<file path="src/exu_cfg.svh">
/*
 * execute stage configuration macros
 * data width, register index width, CSR index width
 */

`ifndef EXU_CFG_SVH
`define EXU_CFG_SVH

// data and address width
`define EXU_XLEN 32

// architectural register index
`define EXU_REG_W 5

// internal csr index: 0 mstatus, 1 mtvec, 2 mepc, 3 mcause
`define EXU_CSR_W 2

`endif

</file>
<file path="src/exu_pkg.sv">
/*
 * execute stage types
 * alu opcodes, operand selects, branch conditions,
 * branch target bases and csr operations
 */

`default_nettype none

package exu_pkg;

    // ==================================================
    // alu
    // ==================================================
    typedef enum logic [3:0] {
        ALU_ADD,
        ALU_SUB,
        ALU_SLT,
        ALU_SLTU,
        ALU_OR,
        ALU_AND,
        ALU_XOR,
        ALU_SLL,
        ALU_SRL,
        ALU_SRA,
        ALU_PASS
    } alu_op_e;

    typedef enum logic [0:0] {SRC1_RS1, SRC1_PC} src1_sel_e;

    typedef enum logic [1:0] {SRC2_RS2, SRC2_IMM, SRC2_FOUR, SRC2_CSR} src2_sel_e;

    // ==================================================
    // branch and csr
    // ==================================================
    typedef enum logic [2:0] {BR_NONE, BR_EQ, BR_NE, BR_LT, BR_GE, BR_JUMP} br_cond_e;

    // TGT_CSR serves mret-style returns through mepc
    typedef enum logic [1:0] {TGT_PC, TGT_RS1, TGT_CSR} tgt_sel_e;

    typedef enum logic [1:0] {CSR_NONE, CSR_RW, CSR_RS, CSR_ECALL} csr_op_e;

endpackage

`default_nettype wire

</file>
<file path="src/exu_alu.sv">
/*
 * integer alu of the execute stage
 * add, sub, compares, logic ops, shifts and pass-through
 * less and zero flags for the branch unit
 */

`default_nettype none

`include "exu_cfg.svh"

module exu_alu import exu_pkg::*; (
    input  wire [`EXU_XLEN-1:0]  op_a,
    input  wire [`EXU_XLEN-1:0]  op_b,
    input  wire alu_op_e         alu_op,
    output logic [`EXU_XLEN-1:0] result,
    output logic                 less,
    output logic                 zero
);

    localparam int MSB = `EXU_XLEN - 1;

    logic [`EXU_XLEN-1:0] sum;
    logic [`EXU_XLEN:0]   diff_ext;
    logic [`EXU_XLEN-1:0] diff;
    logic                 borrow;
    logic                 less_u;
    logic [4:0]           shamt;

    // ==================================================
    // shared adder and subtractor
    // ==================================================
    assign sum      = op_a + op_b;
    assign diff_ext = {1'b0, op_a} - {1'b0, op_b};
    assign diff     = diff_ext[MSB:0];
    assign borrow   = diff_ext[`EXU_XLEN];

    // unsigned compare is the borrow out
    assign less_u = borrow;

    // signed compare: differing signs decide directly, else no overflow
    assign less = (op_a[MSB] != op_b[MSB]) ? op_a[MSB] : diff[MSB];

    assign zero = (diff == '0);

    assign shamt = op_b[4:0];

    // ==================================================
    // result select
    // ==================================================
    always_comb begin
        case (alu_op)
            ALU_ADD:  result = sum;
            ALU_SUB:  result = diff;
            ALU_SLT:  result = {{MSB{1'b0}}, less};
            ALU_SLTU: result = {{MSB{1'b0}}, less_u};
            ALU_OR:   result = op_a | op_b;
            ALU_AND:  result = op_a & op_b;
            ALU_XOR:  result = op_a ^ op_b;
            ALU_SLL:  result = op_a << shamt;
            ALU_SRL:  result = op_a >> shamt;
            ALU_SRA:  result = $unsigned($signed(op_a) >>> shamt);
            // lui and csr reads take operand b unchanged
            ALU_PASS: result = op_b;
            default:  result = '0;
        endcase
    end

endmodule

`default_nettype wire

</file>
<file path="src/exu_branch.sv">
/*
 * branch unit of the execute stage
 * target address, taken decision, fetch and decode flush
 */

`default_nettype none

`include "exu_cfg.svh"

module exu_branch import exu_pkg::*; (
    input  wire [`EXU_XLEN-1:0]  pc,
    input  wire [`EXU_XLEN-1:0]  imm,
    input  wire [`EXU_XLEN-1:0]  rs1_val,
    input  wire [`EXU_XLEN-1:0]  csr_val,
    input  wire                  less,
    input  wire                  zero,
    input  wire br_cond_e        br_cond,
    input  wire tgt_sel_e        tgt_sel,
    input  wire                  op_valid,
    output logic [`EXU_XLEN-1:0] branch_target,
    output logic                 branch_taken,
    output logic                 flush_if,
    output logic                 flush_id
);

    logic [`EXU_XLEN-1:0] base;
    logic [`EXU_XLEN-1:0] raw_target;
    logic                 cond_met;

    always_comb begin
        case (tgt_sel)
            TGT_PC:  base = pc;
            TGT_RS1: base = rs1_val;
            TGT_CSR: base = csr_val;
            default: base = pc;
        endcase
    end

    assign raw_target = base + imm;

    // jalr drops bit 0 of the sum
    assign branch_target = {raw_target[`EXU_XLEN-1:1],
                            (tgt_sel == TGT_RS1) ? 1'b0 : raw_target[0]};

    always_comb begin
        case (br_cond)
            BR_EQ:   cond_met = zero;
            BR_NE:   cond_met = ~zero;
            BR_LT:   cond_met = less;
            BR_GE:   cond_met = ~less;
            BR_JUMP: cond_met = 1'b1;
            default: cond_met = 1'b0;
        endcase
    end

    // a bubble never redirects
    assign branch_taken = op_valid & cond_met;
    assign flush_if     = branch_taken;
    assign flush_id     = branch_taken;

endmodule

`default_nettype wire

</file>
<file path="src/exu_csr_alu.sv">
/*
 * csr unit of the execute stage
 * write value for csrrw and csrrs, mepc value for ecall
 */

`default_nettype none

`include "exu_cfg.svh"

module exu_csr_alu import exu_pkg::*; (
    input  wire [`EXU_XLEN-1:0]  rs1_val,
    input  wire [`EXU_XLEN-1:0]  csr_val,
    input  wire [`EXU_XLEN-1:0]  pc,
    input  wire csr_op_e         csr_op,
    output logic [`EXU_XLEN-1:0] result
);

    always_comb begin
        case (csr_op)
            CSR_RW:    result = rs1_val;
            CSR_RS:    result = csr_val | rs1_val;
            // trapping pc goes to mepc
            CSR_ECALL: result = pc;
            default:   result = '0;
        endcase
    end

endmodule

`default_nettype wire

</file>
<file path="src/exu_mem_latch.sv">
/*
 * execute to memory pipeline register
 * valid and write enables under reset, payload held on bubbles
 */

`default_nettype none

`include "exu_cfg.svh"

module exu_mem_latch (
    input  wire                  clock,
    input  wire                  reset,
    input  wire                  op_valid,
    input  wire [`EXU_XLEN-1:0]  pc,
    input  wire [`EXU_XLEN-1:0]  inst,
    input  wire [`EXU_REG_W-1:0] rd,
    input  wire [`EXU_XLEN-1:0]  alu_result,
    input  wire [`EXU_XLEN-1:0]  csr_result,
    input  wire [`EXU_XLEN-1:0]  store_data,
    input  wire                  write_gpr,
    input  wire                  write_csr,
    input  wire                  mem_to_reg,
    input  wire                  write_mem,
    input  wire [1:0]            mem_size,
    input  wire                  mem_unsigned,
    output logic                  mem_valid,
    output logic [`EXU_XLEN-1:0]  mem_pc,
    output logic [`EXU_XLEN-1:0]  mem_inst,
    output logic [`EXU_REG_W-1:0] mem_rd,
    output logic [`EXU_XLEN-1:0]  mem_alu_result,
    output logic [`EXU_XLEN-1:0]  mem_csr_result,
    output logic [`EXU_XLEN-1:0]  mem_store_data,
    output logic                  mem_write_gpr,
    output logic                  mem_write_csr,
    output logic                  mem_mem_to_reg,
    output logic                  mem_write_mem,
    output logic [1:0]            mem_mem_size,
    output logic                  mem_mem_unsigned
);

    // ==================================================
    // control: valid and write enables
    // ==================================================
    always_ff @(posedge clock) begin
        if (reset) begin
            mem_valid     <= 1'b0;
            mem_write_gpr <= 1'b0;
            mem_write_csr <= 1'b0;
            mem_write_mem <= 1'b0;
        end else begin
            mem_valid     <= op_valid;
            // bubble clears every write strobe
            mem_write_gpr <= op_valid & write_gpr;
            mem_write_csr <= op_valid & write_csr;
            mem_write_mem <= op_valid & write_mem;
        end
    end

    // ==================================================
    // payload
    // ==================================================
    always_ff @(posedge clock) begin
        if (op_valid) begin
            mem_pc           <= pc;
            mem_inst         <= inst;
            mem_rd           <= rd;
            mem_alu_result   <= alu_result;
            mem_csr_result   <= csr_result;
            mem_store_data   <= store_data;
            mem_mem_to_reg   <= mem_to_reg;
            mem_mem_size     <= mem_size;
            mem_mem_unsigned <= mem_unsigned;
        end
    end

    a_valid_after_reset: assert property (@(posedge clock) reset |=> !mem_valid);

    a_write_needs_valid: assert property (@(posedge clock) disable iff (reset)
        (mem_write_gpr || mem_write_csr || mem_write_mem) |-> mem_valid);

    // a load-store mix would mean broken decode upstream
    a_no_gpr_and_store: assert property (@(posedge clock) disable iff (reset)
        op_valid |-> !(write_gpr && write_mem));

endmodule

`default_nettype wire

</file>
<file path="src/exu_operand_mux.sv">
/*
 * operand unit of the execute stage
 * forwarding override for rs1, rs2 and csr
 * alu operand a and b selection
 */

`default_nettype none

`include "exu_cfg.svh"

module exu_operand_mux import exu_pkg::*; (
    input  wire [`EXU_XLEN-1:0] rs1_data,
    input  wire [`EXU_XLEN-1:0] rs2_data,
    input  wire [`EXU_XLEN-1:0] csr_data,
    input  wire                 fwd_rs1_hit,
    input  wire [`EXU_XLEN-1:0] fwd_rs1_data,
    input  wire                 fwd_rs2_hit,
    input  wire [`EXU_XLEN-1:0] fwd_rs2_data,
    input  wire                 fwd_csr_hit,
    input  wire [`EXU_XLEN-1:0] fwd_csr_data,
    input  wire [`EXU_XLEN-1:0] pc,
    input  wire [`EXU_XLEN-1:0] imm,
    input  wire src1_sel_e      src1_sel,
    input  wire src2_sel_e      src2_sel,
    output logic [`EXU_XLEN-1:0] rs1_val,
    output logic [`EXU_XLEN-1:0] rs2_val,
    output logic [`EXU_XLEN-1:0] csr_val,
    output logic [`EXU_XLEN-1:0] op_a,
    output logic [`EXU_XLEN-1:0] op_b
);

    localparam logic [`EXU_XLEN-1:0] PC_STEP = `EXU_XLEN'd4;

    // forwarded value wins over the register read
    assign rs1_val = fwd_rs1_hit ? fwd_rs1_data : rs1_data;
    assign rs2_val = fwd_rs2_hit ? fwd_rs2_data : rs2_data;
    assign csr_val = fwd_csr_hit ? fwd_csr_data : csr_data;

    assign op_a = (src1_sel == SRC1_PC) ? pc : rs1_val;

    always_comb begin
        case (src2_sel)
            SRC2_RS2:  op_b = rs2_val;
            SRC2_IMM:  op_b = imm;
            // link address for jal and jalr
            SRC2_FOUR: op_b = PC_STEP;
            SRC2_CSR:  op_b = csr_val;
            default:   op_b = rs2_val;
        endcase
    end

endmodule

`default_nettype wire

</file>
<file path="src/exu_top.sv">
/*
 * execute stage top
 * operand unit, alu, csr unit, branch unit and ex/mem register
 */

`default_nettype none

`include "exu_cfg.svh"

module exu_top import exu_pkg::*; (
    input  wire                   clock,
    input  wire                   reset,
    input  wire [`EXU_XLEN-1:0]   pc,
    input  wire [`EXU_XLEN-1:0]   inst,
    input  wire [`EXU_REG_W-1:0]  rd,
    input  wire [`EXU_XLEN-1:0]   rs1_data,
    input  wire [`EXU_XLEN-1:0]   rs2_data,
    input  wire [`EXU_XLEN-1:0]   csr_data,
    input  wire [`EXU_XLEN-1:0]   imm,
    input  wire alu_op_e          alu_op,
    input  wire src1_sel_e        src1_sel,
    input  wire src2_sel_e        src2_sel,
    input  wire br_cond_e         br_cond,
    input  wire tgt_sel_e         tgt_sel,
    input  wire csr_op_e          csr_op,
    input  wire                   write_gpr,
    input  wire                   write_csr,
    input  wire                   mem_to_reg,
    input  wire                   write_mem,
    input  wire [1:0]             mem_size,
    input  wire                   mem_unsigned,
    input  wire                   op_valid,
    input  wire                   fwd_rs1_hit,
    input  wire [`EXU_XLEN-1:0]   fwd_rs1_data,
    input  wire                   fwd_rs2_hit,
    input  wire [`EXU_XLEN-1:0]   fwd_rs2_data,
    input  wire                   fwd_csr_hit,
    input  wire [`EXU_XLEN-1:0]   fwd_csr_data,
    // fetch redirect
    output logic [`EXU_XLEN-1:0]  branch_target,
    output logic                  branch_taken,
    output logic                  flush_if,
    output logic                  flush_id,
    // memory stage
    output logic                  mem_valid,
    output logic [`EXU_XLEN-1:0]  mem_pc,
    output logic [`EXU_XLEN-1:0]  mem_inst,
    output logic [`EXU_REG_W-1:0] mem_rd,
    output logic [`EXU_XLEN-1:0]  mem_alu_result,
    output logic [`EXU_XLEN-1:0]  mem_csr_result,
    output logic [`EXU_XLEN-1:0]  mem_store_data,
    output logic                  mem_write_gpr,
    output logic                  mem_write_csr,
    output logic                  mem_mem_to_reg,
    output logic                  mem_write_mem,
    output logic [1:0]            mem_mem_size,
    output logic                  mem_mem_unsigned
);

    logic [`EXU_XLEN-1:0] rs1_val;
    logic [`EXU_XLEN-1:0] rs2_val;
    logic [`EXU_XLEN-1:0] csr_val;
    logic [`EXU_XLEN-1:0] op_a;
    logic [`EXU_XLEN-1:0] op_b;
    logic [`EXU_XLEN-1:0] alu_result;
    logic [`EXU_XLEN-1:0] csr_result;
    logic                 less;
    logic                 zero;

    exu_operand_mux u_operand_mux (
        .rs1_data     (rs1_data),
        .rs2_data     (rs2_data),
        .csr_data     (csr_data),
        .fwd_rs1_hit  (fwd_rs1_hit),
        .fwd_rs1_data (fwd_rs1_data),
        .fwd_rs2_hit  (fwd_rs2_hit),
        .fwd_rs2_data (fwd_rs2_data),
        .fwd_csr_hit  (fwd_csr_hit),
        .fwd_csr_data (fwd_csr_data),
        .pc           (pc),
        .imm          (imm),
        .src1_sel     (src1_sel),
        .src2_sel     (src2_sel),
        .rs1_val      (rs1_val),
        .rs2_val      (rs2_val),
        .csr_val      (csr_val),
        .op_a         (op_a),
        .op_b         (op_b)
    );

    exu_alu u_alu (
        .op_a   (op_a),
        .op_b   (op_b),
        .alu_op (alu_op),
        .result (alu_result),
        .less   (less),
        .zero   (zero)
    );

    exu_csr_alu u_csr_alu (
        .rs1_val (rs1_val),
        .csr_val (csr_val),
        .pc      (pc),
        .csr_op  (csr_op),
        .result  (csr_result)
    );

    exu_branch u_branch (
        .pc            (pc),
        .imm           (imm),
        .rs1_val       (rs1_val),
        .csr_val       (csr_val),
        .less          (less),
        .zero          (zero),
        .br_cond       (br_cond),
        .tgt_sel       (tgt_sel),
        .op_valid      (op_valid),
        .branch_target (branch_target),
        .branch_taken  (branch_taken),
        .flush_if      (flush_if),
        .flush_id      (flush_id)
    );

    // rs2 after forwarding is the store data
    exu_mem_latch u_mem_latch (
        .clock            (clock),
        .reset            (reset),
        .op_valid         (op_valid),
        .pc               (pc),
        .inst             (inst),
        .rd               (rd),
        .alu_result       (alu_result),
        .csr_result       (csr_result),
        .store_data       (rs2_val),
        .write_gpr        (write_gpr),
        .write_csr        (write_csr),
        .mem_to_reg       (mem_to_reg),
        .write_mem        (write_mem),
        .mem_size         (mem_size),
        .mem_unsigned     (mem_unsigned),
        .mem_valid        (mem_valid),
        .mem_pc           (mem_pc),
        .mem_inst         (mem_inst),
        .mem_rd           (mem_rd),
        .mem_alu_result   (mem_alu_result),
        .mem_csr_result   (mem_csr_result),
        .mem_store_data   (mem_store_data),
        .mem_write_gpr    (mem_write_gpr),
        .mem_write_csr    (mem_write_csr),
        .mem_mem_to_reg   (mem_mem_to_reg),
        .mem_write_mem    (mem_write_mem),
        .mem_mem_size     (mem_mem_size),
        .mem_mem_unsigned (mem_mem_unsigned)
    );

endmodule

`default_nettype wire

</file>
<file path="config.mk">
export PLATFORM = sky130hd
export DESIGN_NAME = exu_top
export DESIGN_NICKNAME = d
export VERILOG_FILES = /design/src/exu_pkg.sv /design/src/exu_alu.sv /design/src/exu_branch.sv /design/src/exu_csr_alu.sv /design/src/exu_mem_latch.sv /design/src/exu_operand_mux.sv /design/src/exu_top.sv
export VERILOG_INCLUDE_DIRS = /design/src
export SDC_FILE = /design/constraint.sdc
export NUM_CORES = 1
export LEC_CHECK = 0
export BUFFER_PORTS_ARGS = -buffer_cell sky130_fd_sc_hd__buf_2
export CAP_MARGIN = 30
export CORE_MARGIN = 4
export CORE_UTILIZATION = 30
export DETAILED_ROUTE_END_ITERATION = 12
export GPL_TIMING_DRIVEN = 0
export HOLD_SLACK_MARGIN = 0.1
export PLACE_DENSITY = 0.61
export SYNTH_ARGS = -nofsm -noshare
export SYNTH_HDL_FRONTEND = slang
export SYNTH_HIERARCHICAL = 1
export SYNTH_SLANG_ARGS = --single-unit
</file>
<file path="constraint.sdc">
create_clock -name clock -period 16.51 [get_ports clock]
set_input_delay 2.4765 -clock clock [delete_from_list [all_inputs] [get_ports clock]]
set_output_delay 2.4765 -clock clock [all_outputs]
set_load 0.02 [all_outputs]
</file>
==> flow_summary_export.csv, run 1 <==
group,metric,value,unit
worst_setup_path,cp_max_fo,11,
grt,gr-usage-met3,0.0526,
logic_synthesis,synth-edff-count,169,
placed_design,dp_worst_setup_slack,2230,ps
clocking,clock_path_buffers,2,
timing,worst_slew_margin_rel,0.349,
placed_design,dp.cells,3734,
grt,antenna_found_initial,12,
die,die_width,269,um
drt,wirelength,107000,um
logic_synthesis,syn_avg_cell_area,8.72,um2
finish,nets,3343,
logic_synthesis,yosysWarnings,6,
finish,utilization,0.368,
grt,grt_use_total,0.282,
placed_design,post-dp-hpwl,87800,um
worst_setup_path,arrival,12350,ps
clocking,root_buffer,"clkbuf_16",
finish,drive_gt1_frac,0.313,
logic_synthesis,synth_area_leaders,"edfxtp_1, ha_1, mux2_2, nor2_1, o21ai_0",
die,die_y,269,um
logic_synthesis,ys_types,120,
die,fp.coreArea,0.0673,mm2
logic_synthesis,yosysSeqAreaShare,0.253,
logic_synthesis,syn_area,0.0204,mm2
timing,finalSetupViolCount,0,
logic_synthesis,synth-seq-cells,173,
clocking,numCtsBuffers,17,
grt,grtUsageMet1,0.381,
worst_setup_path,critPathKind,"input pin to output pin",
drt,wl_per_cell,28.3,um
power_and_ir_drop,p_per_area,87.5,mW/mm2
drt,via_count,22300,
finish,finalNonFillerCells,3778,
die,pin_count,528,
finish,final_area,0.0248,mm2
grt,grt_overflow,0,
clocking,htreeDepth,4,
placed_design,placedInstanceArea,0.0241,mm2
logic_synthesis,syn_nets,2802,
logic_synthesis,synthCells,2339,
finish,final_cell_mix,"buf_2, nor2_1, o21ai_0, nand2_1, edfxtp_1",
drt,drc,0,
logic_synthesis,synthDominantCellAreaShare,0.249,
finish,fill_cells,7062,
worst_hold_path,holdCritPathClass,"input pin to flop",
timing,finalCriticalPeriod,14820,ps
grt,use_met2,0.448,
outcome,outcome,"finished clean",
drt,final_antenna_net_count,0,
die,die_area,0.0722,mm2
timing,fin_crit_sh,0.898,
finish,final_common_cell,"buf_2",
die,rows,95,
clocking,cts_hold_buf,0,
timing,setup_slack,1690,ps
timing,hold_slack,2160,ps
timing,clock.fmax,67.5,MHz
logic_synthesis,async_flop_share,0,
die,start_util,0.303,
timing,drv_slew,0,
clocking,cts_tree,"done",
power_and_ir_drop,vdd_drop_max,0.0684,mV
timing,hold_viol,0,
grt,busiest_layer,"met2",
clocking,cts.sinks,173,
placed_design,port_buffers,518,
grt,grt_start_max_net_pins,111,
drt,viasPerCell,5.91,
flow_run,cap_violations,0,
worst_setup_path,end_kind,"output pin",
worst_setup_path,max_stage_delay,790,ps
worst_setup_path,cp_slowest_cell,"o22ai_1",
placed_design,place.gp.congestion,1.02,
worst_setup_path,cpMostUsedCell,"clkbuf_1",
logic_synthesis,ys.flop_type,"edfxtp_1",
logic_synthesis,yosys.area.top_type,"edfxtp_1",
grt,grt_pass1_vias,20800,
power_and_ir_drop,finalPower,2.17,mW
timing,worstMarginPinSlew,977,ps
worst_setup_path,critical_path_required,14030,ps
clocking,path_clk_slew,80,ps
timing,grt_setup_unrepaired,"false",
drt,firstDrtPassIters,6,
timing,tns,0,ps
worst_setup_path,crit_path_start_kind,"input pin",
power_and_ir_drop,p_leak,10.4,nW
grt,grt_first_pass_wirelength,149000,um
finish,area_delta_synth_final,21.5,%
drt,drt_iter0_markers,2651,
clocking,cts_resized,0,
clocking,postCtsSetupBuffers,0,
## final timing paths
path,start,cells after the start,slack (ps),to
worst max-delay path,src2_sel[0],34,1690,flush_if
worst min-delay path,inst[25],1,2160,u_mem_latch/mem_inst[25]$_DFFE_PP_
## cells by family (layout without fill, tap and decap cells)
| family | Yosys count | in the layout | synth area share |
|---|---|---|---|
| fa+ha+maj | 143 | 143 | 0.0892 |
| compound gates | 820 | 820 | 0.281 |
| simple gates | 655 | 655 | 0.147 |
| buf+inv | 282 | 836 | 0.0678 |
| mux | 215 | 215 | 0.140 |
| other cells | 0 | 12 | 0 |
| xor+xnor | 51 | 51 | 0.0219 |
| flops | 173 | 173 | 0.253 |
## metal layers
| layer | share of wire | vias to the layer above |
|---|---|---|
| met1 | 0.42 | 10900 |
| met2 | 0.45 | 1329 |
| met4 | 0.040 | 2 |
| met3 | 0.092 | 169 |
| met5 | 0.00011 | - |
| li1 | - | 9937 |
## where the power goes
group	switching, mW	internal, mW	total, mW
clock network	0.222	0.219	0.442
registers	0.00992	0.536	0.546
logic	0.781	0.400	1.18
total	1.01	1.16	2.17
## worst max-delay path: cells and delay by family
family,cells,cell delay (ps)
AO/OA/AOI/OAI,16,4270
AND/OR/NAND/NOR,8,2160
buffers and inverters,8,2440
adder cells (fa/ha/maj),2,950
## cell type report
type | instances | area, um2 | share of cell area
multi-input cells | 1884 | 13900 | 0.559
flip-flops and latches | 173 | 5150 | 0.208
repair buffers | 522 | 2650 | 0.107
well taps | 873 | 1090 | 0.0441
plain buffers | 178 | 992 | 0.0400
clock buffers | 17 | 425 | 0.0172
inverters | 104 | 390 | 0.0158
clock inverters | 15 | 195 | 0.00788
diodes | 12 | 30.0 | 0.00121
## cell usage after synthesis (17+ instances only)
cell        n
nand3_1    38
edfxtp_1  169
a21oi_1   151
inv_1      92
o21a_1     41
buf_4      21
buf_2      29
mux2_4     38
a211oi_1   25
nand2_1   183
clkbuf_1   90
mux2i_1    54
o21ai_0   187
mux4_2     32
nand2b_1   21
xnor2_1    32
xor2_1     19
mux2_2     91
a221oi_1   20
nor3_1     34
a22oi_1    66
nor2b_1    17
or2_2      20
o221a_2    30
a21o_1     32
or2_1      20
o22ai_1    44
ha_1      139
nor2_1    253
o211ai_1   29
Note: power is estimated with default switching activity, not from simulation.
==> run 2: changes to the inputs <==
Settings changed: BUFFER_PORTS_ARGS -buffer_cell sky130_fd_sc_hd__buf_2 to default, DONT_BUFFER_PORTS from default to 1, PLACE_DENSITY 0.61 to 0.55.
==> flow_summary_export.csv, run 2 (synthesis results as in run 1) <==
group,metric,value,unit
drt,wirelength,112000,um
power_and_ir_drop,seq_power_share,0.297,
worst_setup_path,crit_path_start_kind,"input pin",
power_and_ir_drop,pwr-share-clk,0.215,
timing,fin_crit_sh,0.905,
grt,antenna_found_initial,12,
clocking,cts_hold_buf,0,
die,die_y,269,um
clocking,root_buffer,"clkbuf_16",
worst_setup_path,cp_slowest_cell,"o22ai_1",
die,die_area,0.0722,mm2
clocking,cts.sinks,173,
flow_run,cap_violations,0,
placed_design,port_buffers,0,
worst_setup_path,end_kind,"output pin",
power_and_ir_drop,pwr-share-comb,0.488,
clocking,path_clk_slew,100,ps
power_and_ir_drop,internal-power,1.08,mW
finish,final_area,0.0222,mm2
worst_hold_path,holdCritPathClass,"input pin to flop",
drt,final_antenna_net_count,0,
placed_design,placedInstanceArea,0.0215,mm2
finish,area_delta_synth_final,8.79,%
grt,grt_overflow,0,
finish,drive_gt1_frac,0.164,
die,start_util,0.303,
clocking,cts_tree,"done",
drt,viasPerCell,6.40,
timing,hold_viol,0,
timing,tns,0,ps
die,die_width,269,um
die,pin_count,528,
drt,firstDrtPassIters,6,
power_and_ir_drop,p_per_area,93.6,mW/mm2
finish,nets,2829,
power_and_ir_drop,p_switching,1.00,mW
clocking,clock_path_buffers,2,
die,fp.coreArea,0.0673,mm2
timing,worstMarginPinSlew,1080,ps
clocking,cts_resized,0,
clocking,postCtsSetupBuffers,0,
timing,finalSetupViolCount,0,
timing,clock.fmax,66.9,MHz
outcome,outcome,"finished clean",
worst_setup_path,critical_path_required,14030,ps
timing,worst_slew_margin_rel,0.273,
drt,wl_per_cell,34.2,um
power_and_ir_drop,swShare,0.481,
worst_setup_path,crit_start,"src2_sel[1]",
clocking,htreeDepth,4,
finish,fill_cells,7052,
worst_setup_path,endpoint,"flush_if",
drt,drc,0,
finish,final_common_cell,"nor2_1",
worst_setup_path,cpMostUsedCell,"clkbuf_1",
placed_design,post-dp-hpwl,91100,um
drt,via_count,20900,
worst_setup_path,arrival,12470,ps
power_and_ir_drop,vdd_drop_max,0.0454,mV
finish,final_cell_mix,"nor2_1, o21ai_0, nand2_1, edfxtp_1, a21oi_1",
grt,grt_use_total,0.298,
worst_setup_path,cp_max_fo,10,
timing,finalCriticalPeriod,14940,ps
grt,grt_pass1_vias,19900,
worst_setup_path,max_stage_delay,740,ps
die,rows,95,
power_and_ir_drop,p_leak,8.35,nW
grt,grt_start_max_net_pins,175,
timing,drv_slew,0,
worst_setup_path,critPathKind,"input pin to output pin",
grt,grt_first_pass_wirelength,155000,um
placed_design,place.gp.congestion,1.01,
clocking,numCtsBuffers,17,
drt,drt_iter0_markers,2622,
timing,grt_setup_unrepaired,"false",
[run 2: through the flow]
stage | instances | util | total power [mW] | setup WS [ps] | hold WS [ps]
after floorplan | 2339 | - | 1.28 | 5220 | 2580
after global placement | 3212 | 0.319 | 1.60 | 1630 | 2580
after detailed placement | 3218 | 0.320 | 1.61 | 1780 | 2580
after CTS | 3250 | 0.329 | 2.06 | 1740 | 2010
after global routing | 3258 | 0.330 | 2.16 | 1390 | 2010
final | 3260 | 0.330 | 2.08 | 1570 | 2050
[run 2: power by group through the flow]
stage | logic (mW) | clock network, mW | registers, mW
2_1_floorplan | 0.666 | 0 | 0.617
3_3_place_gp | 0.976 | 0 | 0.628
3_5_place_dp | 0.978 | 0 | 0.628
4_1_cts | 0.984 | 0.459 | 0.619
5_1_grt | 1.07 | 0.473 | 0.622
6_report | 1.01 | 0.446 | 0.617
[run 2: cell type report]
class | count | area [um2] | area share
diodes | 8 | 20.0 | 0.000902
plain buffers | 178 | 992 | 0.0447
clock buffers | 17 | 425 | 0.0192
clock inverters | 15 | 189 | 0.00852
inverters | 104 | 390 | 0.0176
multi-input cells | 1884 | 13900 | 0.625
flip-flops and latches | 173 | 5150 | 0.232
well taps | 873 | 1090 | 0.0492
repair buffers | 8 | 65.1 | 0.00293
[run 2: metal layers]
layer | part of all wire | global-route usage | vias up
met1 | 0.42 | 0.401 | 10400
met3 | 0.091 | 0.0547 | 198
met5 | 0.00027 | 0 | -
li1 | - | - | 8881
met4 | 0.047 | 0.130 | 6
met2 | 0.45 | 0.468 | 1376
[run 2: worst min-delay path by stage]
stage,end,slack (ps),from,cells past startpoint
2_1_floorplan,u_mem_latch/mem_inst[0]$_DFFE_PP_,2580,inst[0],0
6_report,u_mem_latch/mem_pc[13]$_DFFE_PP_,2050,pc[13],0
5_1_grt,u_mem_latch/mem_pc[13]$_DFFE_PP_,2010,pc[13],0
4_1_cts,u_mem_latch/mem_inst[12]$_DFFE_PP_,2010,inst[12],0
3_3_place_gp,u_mem_latch/mem_inst[15]$_DFFE_PP_,2580,inst[15],0
3_5_place_dp,u_mem_latch/mem_mem_unsigned$_DFFE_PP_,2580,mem_unsigned,0
[run 2: critical path, delay by kind of cell]
| kind | cells | cell delay, ps |
|---|---|---|
| AOI/OAI and AO/OA | 15 | 4320 |
| buffers and inverters | 10 | 2740 |
| and+or+nand+nor | 7 | 2130 |
| adders and majority gates | 2 | 750 |
